===== src/include/ooo_params.svh =====
`ifndef OOO_PARAMS_SVH
`define OOO_PARAMS_SVH

// Architectural register file.
`define REG_NUM 32
`define REG_W 5
`define DATA_W 32

// Seven ROB entries, so tags 1 to 7 fit in three bits and tag 0 stays free for "ready".
`define ROB_DEPTH 7
`define TAG_W 3

// ALU reservation stations.
`define RS_NUM 4

`endif


===== src/ooo_pkg.sv =====
`include "ooo_params.svh"

package ooo_pkg;

    typedef enum logic [2:0] {
        OP_ADD  = 3'd0,
        OP_SUB  = 3'd1,
        OP_AND  = 3'd2,
        OP_OR   = 3'd3,
        OP_XOR  = 3'd4,
        OP_ADDI = 3'd5
    } op_e;

    // Tag 0 marks a value that is architectural and ready.
    typedef logic [`TAG_W-1:0] tag_t;
    typedef logic [`REG_W-1:0] reg_idx_t;

    // Wishbone write data, one instruction per word.
    typedef struct packed {
        op_e        op;
        reg_idx_t   rd;
        reg_idx_t   rs1;
        reg_idx_t   rs2;
        logic [13:0] imm;
    } instr_word_t;

    typedef struct packed {
        op_e               op;
        tag_t              tag;
        logic [`DATA_W-1:0] val1;
        tag_t              qtag1;
        logic [`DATA_W-1:0] val2;
        tag_t              qtag2;
    } disp_pkt_t;

endpackage


===== src/ooo_ifs.sv =====
`timescale 1ns/1ps
`include "ooo_params.svh"

interface dispatch_if;
    import ooo_pkg::*;
    logic               valid;
    logic [`RS_NUM-1:0] sel;
    disp_pkt_t          pkt;
    logic [`RS_NUM-1:0] busy;
    modport src (output valid, sel, pkt, input busy);
    modport dst (input valid, sel, pkt, output busy);
endinterface

interface result_if;
    import ooo_pkg::*;
    logic               valid;
    tag_t               tag;
    logic [`DATA_W-1:0] data;
    logic               grant;
    modport src (output valid, tag, data, input grant);
    modport dst (input valid, tag, data, output grant);
endinterface

interface cdb_if;
    import ooo_pkg::*;
    logic               valid;
    tag_t               tag;
    logic [`DATA_W-1:0] data;
    modport drv (output valid, tag, data);
    modport snoop (input valid, tag, data);
endinterface


===== src/regfile.sv =====
`timescale 1ns/1ps
`include "ooo_params.svh"

module regfile (
    input  logic               clk,
    input  logic               rst,
    input  logic               flush,

    input  ooo_pkg::reg_idx_t  rs1,
    input  ooo_pkg::reg_idx_t  rs2,
    output logic [`DATA_W-1:0] rs1_data,
    output logic [`DATA_W-1:0] rs2_data,
    output ooo_pkg::tag_t      rs1_tag,
    output ooo_pkg::tag_t      rs2_tag,

    input  logic               rename_en,
    input  ooo_pkg::reg_idx_t  rename_rd,
    input  ooo_pkg::tag_t      rename_tag,

    input  logic               commit_en,
    input  ooo_pkg::reg_idx_t  commit_rd,
    input  ooo_pkg::tag_t      commit_tag,
    input  logic [`DATA_W-1:0] commit_data
);
    import ooo_pkg::*;

    logic [`DATA_W-1:0] regs [`REG_NUM];
    tag_t               tags [`REG_NUM];

    // x0 is cleared by reset and never written, so it reads zero with tag 0.
    assign rs1_data = regs[rs1];
    assign rs2_data = regs[rs2];
    assign rs1_tag  = tags[rs1];
    assign rs2_tag  = tags[rs2];

    always_ff @(posedge clk) begin
        if (rst) begin
            for (int i = 0; i < `REG_NUM; i++) begin
                regs[i] <= '0;
                tags[i] <= '0;
            end
        end else begin
            if (commit_en && commit_rd != '0) begin
                regs[commit_rd] <= commit_data;
                // A newer rename keeps its tag.
                if (tags[commit_rd] == commit_tag) begin
                    tags[commit_rd] <= '0;
                end
            end
            if (flush) begin
                for (int i = 0; i < `REG_NUM; i++) begin
                    tags[i] <= '0;
                end
            end else if (rename_en && rename_rd != '0) begin
                // Comes last so it wins over a commit to the same register.
                tags[rename_rd] <= rename_tag;
            end
        end
    end

endmodule


===== src/issue_ctrl.sv =====
`timescale 1ns/1ps
`include "ooo_params.svh"

module issue_ctrl (
    input  logic               clk,
    input  logic               rst,
    input  logic               flush,

    input  logic               wb_cyc,
    input  logic               wb_stb,
    input  logic               wb_we,
    input  logic [31:0]        wb_dat_i,
    output logic               wb_ack,

    output ooo_pkg::reg_idx_t  rs1,
    output ooo_pkg::reg_idx_t  rs2,
    input  logic [`DATA_W-1:0] rs1_data,
    input  logic [`DATA_W-1:0] rs2_data,
    input  ooo_pkg::tag_t      rs1_tag,
    input  ooo_pkg::tag_t      rs2_tag,
    output logic               rename_en,
    output ooo_pkg::reg_idx_t  rename_rd,
    output ooo_pkg::tag_t      rename_tag,

    output logic               alloc_req,
    output ooo_pkg::reg_idx_t  alloc_rd,
    input  ooo_pkg::tag_t      alloc_tag,
    input  logic               rob_full,
    output ooo_pkg::tag_t      look_tag1,
    input  logic               look_hit1,
    input  logic [`DATA_W-1:0] look_data1,
    output ooo_pkg::tag_t      look_tag2,
    input  logic               look_hit2,
    input  logic [`DATA_W-1:0] look_data2,

    cdb_if.snoop               cdb,
    dispatch_if.src            dsp
);
    import ooo_pkg::*;

    instr_word_t        word;
    disp_pkt_t          pkt;
    logic [`RS_NUM-1:0] free;
    logic [`RS_NUM-1:0] sel;
    logic               req;
    logic               can_issue;
    logic               take;
    logic               issue;

    assign word      = wb_dat_i;
    assign rs1       = word.rs1;
    assign rs2       = word.rs2;
    assign look_tag1 = rs1_tag;
    assign look_tag2 = rs2_tag;

    // Lowest free station.
    assign free      = ~dsp.busy;
    assign sel       = free & (~free + 1'b1);
    assign can_issue = (|free) && !rob_full;

    // Skipping the ack cycle keeps a held request from being taken twice.
    assign req   = wb_cyc && wb_stb && !wb_ack && !flush;
    // Reads and writes to x0 are acked with no effect and never enter the ROB.
    assign take  = req && (!wb_we || word.rd == '0 || can_issue);
    assign issue = req && wb_we && word.rd != '0 && can_issue;

    always_comb begin
        pkt.op  = word.op;
        pkt.tag = alloc_tag;
        if (rs1_tag == '0) begin
            pkt.val1  = rs1_data;
            pkt.qtag1 = '0;
        end else if (look_hit1) begin
            pkt.val1  = look_data1;
            pkt.qtag1 = '0;
        end else if (cdb.valid && cdb.tag == rs1_tag) begin
            pkt.val1  = cdb.data;
            pkt.qtag1 = '0;
        end else begin
            pkt.val1  = '0;
            pkt.qtag1 = rs1_tag;
        end
        if (word.op == OP_ADDI) begin
            pkt.val2  = {{(`DATA_W-14){word.imm[13]}}, word.imm};
            pkt.qtag2 = '0;
        end else if (rs2_tag == '0) begin
            pkt.val2  = rs2_data;
            pkt.qtag2 = '0;
        end else if (look_hit2) begin
            pkt.val2  = look_data2;
            pkt.qtag2 = '0;
        end else if (cdb.valid && cdb.tag == rs2_tag) begin
            pkt.val2  = cdb.data;
            pkt.qtag2 = '0;
        end else begin
            pkt.val2  = '0;
            pkt.qtag2 = rs2_tag;
        end
    end

    assign rename_en  = issue;
    assign rename_rd  = word.rd;
    assign rename_tag = alloc_tag;
    assign alloc_req  = issue;
    assign alloc_rd   = word.rd;
    assign dsp.valid  = issue;
    assign dsp.sel    = sel;
    assign dsp.pkt    = pkt;

    always_ff @(posedge clk) begin
        if (rst) begin
            wb_ack <= 1'b0;
        end else begin
            wb_ack <= take;
        end
    end

endmodule


===== src/alu_station.sv =====
`timescale 1ns/1ps
`include "ooo_params.svh"

module alu_station #(
    parameter int INDEX = 0
) (
    input  logic    clk,
    input  logic    rst,
    input  logic    flush,
    dispatch_if.dst dsp,
    cdb_if.snoop    cdb,
    result_if.src   res
);
    import ooo_pkg::*;

    logic               busy_q;
    logic               done_q;
    op_e                op_q;
    tag_t               tag_q;
    logic [`DATA_W-1:0] v1_q;
    logic [`DATA_W-1:0] v2_q;
    tag_t               q1_q;
    tag_t               q2_q;
    logic [`DATA_W-1:0] alu;
    logic [`DATA_W-1:0] result_q;
    logic               load;
    logic               ready;

    assign load  = dsp.valid && dsp.sel[INDEX];
    assign ready = busy_q && !done_q && q1_q == '0 && q2_q == '0;

    assign dsp.busy[INDEX] = busy_q;
    assign res.valid       = done_q;
    assign res.tag         = tag_q;
    assign res.data        = result_q;

    always_comb begin
        case (op_q)
            OP_ADD, OP_ADDI: alu = v1_q + v2_q;
            OP_SUB:          alu = v1_q - v2_q;
            OP_AND:          alu = v1_q & v2_q;
            OP_OR:           alu = v1_q | v2_q;
            OP_XOR:          alu = v1_q ^ v2_q;
            default:         alu = '0;
        endcase
    end

    always_ff @(posedge clk) begin
        if (rst || flush) begin
            busy_q <= 1'b0;
            done_q <= 1'b0;
        end else if (load) begin
            busy_q <= 1'b1;
            done_q <= 1'b0;
        end else if (done_q && res.grant) begin
            busy_q <= 1'b0;
            done_q <= 1'b0;
        end else if (ready) begin
            done_q <= 1'b1;
        end
    end

    always_ff @(posedge clk) begin
        if (load) begin
            op_q  <= dsp.pkt.op;
            tag_q <= dsp.pkt.tag;
            v1_q  <= dsp.pkt.val1;
            q1_q  <= dsp.pkt.qtag1;
            v2_q  <= dsp.pkt.val2;
            q2_q  <= dsp.pkt.qtag2;
        end else begin
            // Pick up pending operands from the bus.
            if (q1_q != '0 && cdb.valid && cdb.tag == q1_q) begin
                v1_q <= cdb.data;
                q1_q <= '0;
            end
            if (q2_q != '0 && cdb.valid && cdb.tag == q2_q) begin
                v2_q <= cdb.data;
                q2_q <= '0;
            end
        end
        if (ready) begin
            result_q <= alu;
        end
    end

endmodule


===== src/rob.sv =====
`timescale 1ns/1ps
`include "ooo_params.svh"

module rob (
    input  logic               clk,
    input  logic               rst,
    input  logic               flush,

    input  logic               alloc_req,
    input  ooo_pkg::reg_idx_t  alloc_rd,
    output ooo_pkg::tag_t      alloc_tag,
    output logic               rob_full,
    input  ooo_pkg::tag_t      look_tag1,
    output logic               look_hit1,
    output logic [`DATA_W-1:0] look_data1,
    input  ooo_pkg::tag_t      look_tag2,
    output logic               look_hit2,
    output logic [`DATA_W-1:0] look_data2,

    result_if.dst              res [`RS_NUM],
    cdb_if.drv                 cdb,

    output logic               commit_en,
    output ooo_pkg::reg_idx_t  commit_rd,
    output ooo_pkg::tag_t      commit_tag,
    output logic [`DATA_W-1:0] commit_data,
    output logic               commit_valid
);
    import ooo_pkg::*;

    // Entry i holds tag i+1.
    logic [`TAG_W-1:0]     head_q;
    logic [`TAG_W-1:0]     tail_q;
    logic [`TAG_W-1:0]     count_q;
    reg_idx_t              rd_q [`ROB_DEPTH];
    logic [`DATA_W-1:0]    val_q [`ROB_DEPTH];
    logic [`ROB_DEPTH-1:0] done_q;

    logic [`RS_NUM-1:0]    res_valid;
    tag_t                  res_tag [`RS_NUM];
    logic [`DATA_W-1:0]    res_data [`RS_NUM];
    logic [`RS_NUM-1:0]    grant;
    tag_t                  sel_tag;
    logic [`DATA_W-1:0]    sel_data;
    logic [`TAG_W-1:0]     cdb_idx;
    logic [`TAG_W-1:0]     look_idx1;
    logic [`TAG_W-1:0]     look_idx2;

    function automatic logic [`TAG_W-1:0] ptr_inc(input logic [`TAG_W-1:0] p);
        return (p == `ROB_DEPTH - 1) ? '0 : p + 1'b1;
    endfunction

    for (genvar g = 0; g < `RS_NUM; g++) begin : g_res
        assign res_valid[g]  = res[g].valid;
        assign res_tag[g]    = res[g].tag;
        assign res_data[g]   = res[g].data;
        assign res[g].grant  = grant[g];
    end

    // One result per cycle, lowest station first.
    assign grant = res_valid & (~res_valid + 1'b1);

    always_comb begin
        sel_tag  = '0;
        sel_data = '0;
        for (int i = 0; i < `RS_NUM; i++) begin
            if (grant[i]) begin
                sel_tag  = res_tag[i];
                sel_data = res_data[i];
            end
        end
    end

    assign alloc_tag = tail_q + 1'b1;
    assign rob_full  = (count_q == `ROB_DEPTH);

    assign look_idx1  = look_tag1 - 1'b1;
    assign look_idx2  = look_tag2 - 1'b1;
    assign look_hit1  = look_tag1 != '0 && done_q[look_idx1];
    assign look_hit2  = look_tag2 != '0 && done_q[look_idx2];
    assign look_data1 = val_q[look_idx1];
    assign look_data2 = val_q[look_idx2];

    // The head retires in the cycle after the bus marked it done.
    assign commit_en    = count_q != '0 && done_q[head_q] && !flush;
    assign commit_valid = commit_en;
    assign commit_rd    = rd_q[head_q];
    assign commit_tag   = head_q + 1'b1;
    assign commit_data  = val_q[head_q];

    assign cdb_idx = cdb.tag - 1'b1;

    always_ff @(posedge clk) begin
        if (rst || flush) begin
            head_q    <= '0;
            tail_q    <= '0;
            count_q   <= '0;
            done_q    <= '0;
            cdb.valid <= 1'b0;
        end else begin
            cdb.valid <= |grant;
            if (alloc_req) begin
                tail_q         <= ptr_inc(tail_q);
                done_q[tail_q] <= 1'b0;
            end
            if (cdb.valid) begin
                done_q[cdb_idx] <= 1'b1;
            end
            if (commit_en) begin
                head_q <= ptr_inc(head_q);
            end
            case ({alloc_req, commit_en})
                2'b10:   count_q <= count_q + 1'b1;
                2'b01:   count_q <= count_q - 1'b1;
                default: count_q <= count_q;
            endcase
        end
    end

    always_ff @(posedge clk) begin
        cdb.tag  <= sel_tag;
        cdb.data <= sel_data;
        if (alloc_req) begin
            rd_q[tail_q] <= alloc_rd;
        end
        if (cdb.valid) begin
            val_q[cdb_idx] <= cdb.data;
        end
    end

endmodule


===== src/ooo_core.sv =====
`timescale 1ns/1ps
`include "ooo_params.svh"

module ooo_core (
    input  logic               clk,
    input  logic               rst,
    input  logic               flush,
    input  logic               wb_cyc,
    input  logic               wb_stb,
    input  logic               wb_we,
    input  logic [31:0]        wb_dat_i,
    output logic               wb_ack,
    output logic               commit_valid,
    output ooo_pkg::reg_idx_t  commit_rd,
    output logic [`DATA_W-1:0] commit_data
);
    import ooo_pkg::*;

    dispatch_if dsp ();
    cdb_if      cdb ();
    result_if   res [`RS_NUM] ();

    reg_idx_t           rs1;
    reg_idx_t           rs2;
    logic [`DATA_W-1:0] rs1_data;
    logic [`DATA_W-1:0] rs2_data;
    tag_t               rs1_tag;
    tag_t               rs2_tag;
    logic               rename_en;
    reg_idx_t           rename_rd;
    tag_t               rename_tag;
    logic               alloc_req;
    reg_idx_t           alloc_rd;
    tag_t               alloc_tag;
    logic               rob_full;
    tag_t               look_tag1;
    tag_t               look_tag2;
    logic               look_hit1;
    logic               look_hit2;
    logic [`DATA_W-1:0] look_data1;
    logic [`DATA_W-1:0] look_data2;
    logic               commit_en;
    tag_t               commit_tag;

    regfile u_regfile (
        .clk, .rst, .flush,
        .rs1, .rs2, .rs1_data, .rs2_data, .rs1_tag, .rs2_tag,
        .rename_en, .rename_rd, .rename_tag,
        .commit_en, .commit_rd, .commit_tag, .commit_data
    );

    issue_ctrl u_issue (
        .clk, .rst, .flush,
        .wb_cyc, .wb_stb, .wb_we, .wb_dat_i, .wb_ack,
        .rs1, .rs2, .rs1_data, .rs2_data, .rs1_tag, .rs2_tag,
        .rename_en, .rename_rd, .rename_tag,
        .alloc_req, .alloc_rd, .alloc_tag, .rob_full,
        .look_tag1, .look_hit1, .look_data1,
        .look_tag2, .look_hit2, .look_data2,
        .cdb (cdb),
        .dsp (dsp)
    );

    rob u_rob (
        .clk, .rst, .flush,
        .alloc_req, .alloc_rd, .alloc_tag, .rob_full,
        .look_tag1, .look_hit1, .look_data1,
        .look_tag2, .look_hit2, .look_data2,
        .res (res),
        .cdb (cdb),
        .commit_en, .commit_rd, .commit_tag, .commit_data, .commit_valid
    );

    for (genvar g = 0; g < `RS_NUM; g++) begin : g_rs
        alu_station #(
            .INDEX (g)
        ) u_station (
            .clk, .rst, .flush,
            .dsp (dsp),
            .cdb (cdb),
            .res (res[g])
        );
    end

endmodule


===== config.mk =====
export PLATFORM = sky130hd
export DESIGN_NAME = ooo_core
export DESIGN_NICKNAME = d
export VERILOG_FILES = /design/src/ooo_pkg.sv /design/src/ooo_ifs.sv /design/src/regfile.sv /design/src/issue_ctrl.sv /design/src/alu_station.sv /design/src/rob.sv /design/src/ooo_core.sv
export VERILOG_INCLUDE_DIRS = /design/src /design/src/include
export SDC_FILE = /design/constraint.sdc
export NUM_CORES = 2
export LEC_CHECK = 0
export BUFFER_PORTS_ARGS = -buffer_cell sky130_fd_sc_hd__buf_2
export CORE_MARGIN = 8
export CORE_UTILIZATION = 55
export DETAILED_ROUTE_END_ITERATION = 7
export PLACE_DENSITY = 0.71
export SLEW_MARGIN = 20
export SYNTH_ARGS = -nofsm -noshare
export SYNTH_HDL_FRONTEND = slang
export SYNTH_SLANG_ARGS = --single-unit

===== constraint.sdc =====
create_clock -name clk -period 7.9 [get_ports clk]
set_clock_uncertainty 0.2 [all_clocks]
set_input_delay 1.975 -clock clk [delete_from_list [all_inputs] [get_ports clk]]
set_output_delay 1.975 -clock clk [all_outputs]
set_load 0.01 [all_outputs]

Word-level counts from Yosys, hierarchy flattened
Memories as Yosys holds them, arrays and structs flattened. A register that Yosys moved wholly into a read port is not among the register bits.
Index checks and enable logic that the tools add are counted.
{"block": "word_totals", "ff_bits": 493, "ram_bits": 1379, "inputBits": 38, "output_inout_bits": 39, "mem_count": 4}
{"block": "op_classes", "n_addsub": 17, "magnitude_cmp": 7, "n_eq_ne": 37, "muxes": 140, "n_bitwise": 52, "reduce_logical": 119}
{"name": "u_regfile.regs", "words": 32, "word_bits": 32, "read_ports": 2, "rd_ports_with_merged_regs": 0, "write_ports": 32, "line_no": "regfile.sv:27", "rtl": "logic [`DATA_W-1:0] regs [`REG_NUM];"}
{"name": "u_rob.val_q", "words": 7, "word_bits": 32, "read_ports": 3, "rd_ports_with_merged_regs": 1, "write_ports": 1, "line_no": "rob.sv:36", "rtl": "logic [`DATA_W-1:0] val_q [`ROB_DEPTH];"}
{"name": "u_regfile.tags", "words": 32, "word_bits": 3, "read_ports": 3, "rd_ports_with_merged_regs": 0, "write_ports": 32, "line_no": "regfile.sv:28", "rtl": "tag_t tags [`REG_NUM];"}
{"name": "u_rob.rd_q", "words": 7, "word_bits": 5, "read_ports": 1, "rd_ports_with_merged_regs": 1, "write_ports": 1, "line_no": "rob.sv:35", "rtl": "reg_idx_t rd_q [`ROB_DEPTH];"}
{"operator": "32-bit 2-to-1 mux", "n": 21}
{"operator": "32-bit case mux with 5 select lines", "n": 4}
{"operator": "35-bit 2-to-1 mux", "n": 7}
{"operator": "3-bit 2-to-1 mux", "n": 60}
{"operator": "32-bit adder", "n": 4}
{"operator": "32-bit AND", "n": 4}
{"operator": "32-bit OR", "n": 4}
{"operator": "32-bit subtractor", "n": 4}
{"operator": "32-bit bitwise XOR", "n": 4}
{"operator": "1-bit logical AND", "n": 54}
{"operator": "3-bit zero test", "n": 14}
{"operator": "3-bit == test, second input constant", "n": 12}
{"operator": "1-bit 2-to-1 mux", "n": 36}
{"operator": "3-bit == test", "n": 11}
{"operator": "3-bit nonzero test", "n": 11}
{"operator": "1-bit OR", "n": 32}
{"operator": "32-bit OR reduction", "n": 1}
{"operator": "2-bit nonzero test", "n": 13}
{"operator": "3-bit by 2-bit == test with 1-bit output, second input constant", "n": 8}
{"operator": "7-bit 2-to-1 mux", "n": 3}
{"operator": "3-bit by 4-bit less-than comparator with 1-bit output, second input constant", "n": 5}
{"operator": "3-bit OR reduction", "n": 6}
{"operator": "5-bit 2-to-1 mux", "n": 3}
{"operator": "3-bit by 1-bit == test with 1-bit output, second input constant", "n": 4}
{"operator": "other kinds (20)", "n": 47}

Depth between registers and ports, before layout
{"block": "depth", "depth_word": 13, "depth_mapped": 20}

Worst setup path after synthesis
Ideal clock, no wire load.
{"block": "synth_path", "path_kind": "input port to flip-flop", "start": "input port wb_dat_i[21]", "end": "register g_rs[0].u_station.v1_q[10] (data pin)", "setup_ps": 261, "t_arrival_ps": 6165, "required_ps": 7439, "slack_ps": 1274, "path_stages": 15, "path_buffers": 5, "path_cell_list": "buf_1 -> buf_1 -> mux4_2 -> nand2_1 -> a21oi_1 -> nor4_4 -> clkbuf_1 -> buf_2 -> ha_1 -> clkinv_1 -> clkbuf_1 -> mux4_2 -> nand3_1 -> nand2_1 -> a311o_1"}
{"block": "synth_via", "elab_chain_cells": 8, "elab_cells_between_ends": 15}
{"element": "start: declaration", "line_no": "ooo_core.sv:11", "rtl": "input logic [31:0] wb_dat_i,"}
{"element": "memory read 32 x 3 bit"}
{"element": "3-bit by 1-bit subtractor with 3-bit output", "line_no": "rob.sv:77", "rtl": "assign look_idx1 = look_tag1 - 1'b1;"}
{"element": "1-bit binary-select mux with 3-bit select", "line_no": "rob.sv:79", "rtl": "assign look_hit1 = look_tag1 != '0 && done_q[look_idx1];"}
{"element": "1-bit 2-to-1 mux (not written as such)", "line_no": "rob.sv:79"}
{"element": "1-bit logical AND", "line_no": "rob.sv:79"}
{"element": "35-bit 2-to-1 mux", "line_no": "issue_ctrl.sv:73", "rtl": "end else if (look_hit1) begin"}
{"element": "35-bit 2-to-1 mux *", "line_no": "issue_ctrl.sv:70", "rtl": "if (rs1_tag == '0) begin"}
{"element": "32-bit 2-to-1 mux *", "line_no": "alu_station.sv:64", "rtl": "if (load) begin"}
{"element": "end signal: assignment", "line_no": "alu_station.sv:67", "rtl": "v1_q <= dsp.pkt.val1;"}
{"element": "end signal: assignment", "line_no": "alu_station.sv:74", "rtl": "v1_q <= cdb.data;"}
{"element": "end: declaration", "line_no": "alu_station.sv:20", "rtl": "logic [`DATA_W-1:0] v1_q;"}
Mark *: on every way between the ends. The rest lies on a longest branch, timed or not. The select of a mux whose other input is x is not followed.
A chain may end at the register's enable or synchronous reset.

==> summary.txt <==
Run status
  – Status: completed

Synthesis
  – EDFF count, synth: 1811
  – Largest family of logic cells by synthesized area: multiplexers
  – Post-Synth XOR/XNOR Area: 1.965%
  – Mapped Area: 0.1101 mm^2
  – Synth Area in Compound Gates: 10.20%
  – Synth Warn #: 0
  – Yosys reg bits: 1875
  – Avg Inst Size Synth: 12.34 um^2
  – Top FF cell, synth: edfxtp_1
  – Ys async rst share: 0%
  – Adder-cell area share of the yosys netlist: 4.579%
  – Mapped Cells: 8922
  – Post-synthesis sequential area ratio: 50.55%
  – Post-Synth Simple-Gate Area: 9.999%
  – Synth cell types: 84
  – Mux cell area share after synthesis: 18.79%

Power
  – Leakage: 45.33 nW
  – VDD IR max: 243.5 uV
  – Power per cell area: 192.5 mW/mm^2

Finish
  – Fin util: 60.63%
  – Area delta synth->final: 9.821%
  – Final net count: 9197
  – Multi-input logic area: 0.05107 mm^2
  – Layout fillers: 15.28k
  – Register area: 0.05567 mm^2
  – Layout cells sized above 1: 17.79%

Placement
  – Input/output buffers: 76
  – Place WS: 0.7456 ns
  – Gpl congestion: 0.9499
  – HPWL Detailed: 254.8 mm

Detailed routing
  – DRT Pass-1 Iters: 6
  – Via count: 82.64k
  – Final ANT Viol Nets: 0
  – Total routed wirelength: 386.2 mm
  – Via/cell ratio: 7.132
  – DRC viols: 0
  – Iteration-0 DRC Markers: 13.31k
  – WL/cell: 33.33 um

Run
  – Max_cap viols: 0

Worst setup path
  – FF-to-FF setup slack: 1.72 ns
  – CP Capture Type: output pin
  – Data arrival, critical path: 4.39 ns
  – Worst r2r src: g_rs[3].u_station.op_q[0]
  – Crit-path max FO: 39
  – R2R depth: 16
  – Crit path kind: reg2out
  – Worst r2r dst: g_rs[3].u_station.res.data[29]
  – CP required: 5.73 ns
  – Critical path launch point type: flip-flop

Clock network
  – Clk Latency, worst-skew pair: 0.88 ns
  – Postcts setup bufs: 0
  – Cts repair resizes: 0
  – CTS root buffer: clkbuf_16
  – H-tree depth: 4
  – Total CTS buffers: 196
  – TritonCTS clock tree: done
  – Clk pin slew, worst setup/hold paths: 0.07 ns
  – Hold_buf cts: 0
  – Clk sinks: 1875
  – Clock Tree Buf Depth: 3

Floorplan
  – IO Count: 77
  – Initial Utilization: 55.21%
  – Core area: 0.1995 mm^2
  – Die width: 463.5 um
  – Full die area: 0.2148 mm^2
  – Die H: 463.5 um
  – # rows: 164

Global routing
  – Largest net degree at the start of global routing: 120
  – First-pass GRT wire length: 552.2 mm
  – Initial antenna violation count: 13
  – Tot GR Track Use: 34.71%
  – Vias in the first global route: 80.21k
  – Congestion Overflow GR: 0

STA
  – Setup ws final: 1.332 ns
  – Period utilization: 83.13%
  – FMAX: 152.3 MHz
  – Max Slew Vio Count: 0
  – Tmin final: 6.568 ns
  – Post-route setup TNS: 0 ns
  – Worst slew pin tran: 1.299 ns
  – Final Hold Vio Count: 0
  – Slew headroom: 13.40%
  – Setup Viol. Count Final: 0
  – RSZ-0062 raised after global routing: no

Min path
  – Hold Path Sink: u_rob.cdb.tag[1]
  – Hold_sp: g_rs[3].u_station.res.tag[1]
  – Hold Path Depth: 1
  – HP Class: reg2reg
registers in the layout, indices dropped and copies added, names as in the netlist, 4 cells and up, named ones only:
signal / count
g_rs.u_station.v2_q: 128
u_rob.val_q: 224
u_rob.done_q: 7
g_rs.u_station.q1_q: 12
g_rs.u_station.res.data: 128
g_rs.u_station.res.valid: 4
u_rob.rd_q: 35
u_regfile.regs: 1024
u_regfile.tags: 96
u_rob.cdb.data: 32
g_rs.u_station.op_q: 12
g_rs.u_station.busy_q: 4
g_rs.u_station.v1_q: 128
g_rs.u_station.res.tag: 12
g_rs.u_station.q2_q: 12
cells by family (layout without fill, tap and decap cells):
| kind of cell | after synthesis | after routing |
|---|---|---|
| fa+ha+maj | 400 | 400 |
| simple gates | 2550 | 2550 |
| buf+inv | 1137 | 1108 |
| mux | 1109 | 1109 |
| compound gates | 1603 | 1603 |
| other cells | 1 | 39 |
| xor+xnor | 247 | 247 |
| flops | 1875 | 1875 |
worst max-delay path by stage:
stage	to	slack, ns	cells past startpoint
after detailed placement	g_rs[0].u_station.v2_q[17]	0.75	13
after CTS	commit_data[15]	1.30	7
after floorplan	g_rs[0].u_station.v1_q[10]	1.27	15
after global placement	g_rs[0].u_station.v2_q[28]	0.76	13
after global routing	commit_data[18]	1.16	7
final	commit_data[15]	1.33	7
worst max-delay path, stage by stage, from the launching register on:
cell and delay (ns):
dfxtp_4 0.35, buf_4 0.51, buf_4 0.68, mux2i_1 0.28, o21ai_0 0.16, mux2i_4 0.81, inv_1 0.41, buf_2 0.26
area by class of cell:
class                           count  share of cell area, %
Antenna cell                        4               0.008277
Multi-Input combinational cell   5944                  42.23
Tap cell                         2656                  2.748
Sequential cell                  1875                  46.04
Inverter                          392                  1.227
Clock inverter                    132                  1.177
Timing Repair Buffer              350                  2.393
Clock buffer                      234                  4.182
where the power goes:
group	switching, mW	internal [mW]
clock	4.20	5.26
sequential	0.136	11.1
combinational	1.66	0.975
placed cells by master, fill, tap and decap left out, types with 65 or more instances in the layout:
master / Yosys / layout
a211oi_1: 101 / 101
a21oi_1: 403 / 402
a22oi_1: 89 / 89
a311o_1: 125 / 125
buf_2: 35 / 65
buf_4: 1 / 250
clkbuf_16: 0 / 196
edfxtp_1: 1811 / 1811
ha_1: 395 / 393
inv_1: 379 / 379
mux2i_1: 323 / 291
mux4_2: 764 / 764
nand2_1: 411 / 379
nand3_1: 133 / 133
nor2_1: 1532 / 1524
nor3_1: 124 / 118
o21ai_0: 252 / 252
o32a_1: 76 / 76
xnor2_1: 190 / 190
cells in the mapped netlist (24+ instances only):
library cell	count	area, um^2
dfxtp_1	64	1281
nor2b_1	39	244.0
o21ai_0	252	1261
buf_1	105	394.1
a22o_1	52	455.4
o211ai_1	32	240.2
a221o_1	60	600.6
a311o_1	125	1251
o221ai_1	39	341.6
and2_1	31	193.9
xnor2_1	190	1664
nand2b_1	80	500.5
ha_1	395	4942
mux2i_1	323	3233
nand2_1	411	1543
o31ai_1	49	367.9
o2111ai_1	33	289.0
clkbuf_1	604	2267
a31oi_1	52	325.3
mux4_2	764	17210
and4b_1	30	300.3
a22oi_1	89	668.1
o22ai_1	43	269.0
a21o_1	47	352.8
nand3_1	133	665.6
a21oi_1	403	2017
and3_1	27	168.9
nor2_1	1532	5751
nand4_1	25	156.4
o21a_1	24	180.2
edfxtp_1	1811	54380
buf_2	35	175.2
nor3_1	124	620.6
inv_1	379	1423
a211oi_1	101	758.2
o32a_1	76	760.7
xor2_1	57	499.2
metal layers:
| layer | up-vias | share of wire (%) | global-route usage, % |
|---|---|---|---|
| met5 | - | 0.011 | 0 |
| met4 | 6 | 6.3 | 17.58 |
| met3 | 1375 | 14 | 9.826 |
| met2 | 6701 | 45 | 53.42 |
| met1 | 40780 | 35 | 45.32 |
| li1 | 33780 | - | - |
through the flow:
step,instances,area (um^2),power (mW),hold WS (ns)
2_1_floorplan,8956,110200,13.00,0.2447
3_3_place_gp,11210,114300,13.87,0.2532
3_5_place_dp,11210,114300,13.94,0.2613
5_1_grt,11590,120900,23.78,0.2883
4_1_cts,11580,120800,23.22,0.2717
6_report,11590,120900,23.28,0.2645
No activity file was read; power rests on OpenSTA's default activity.
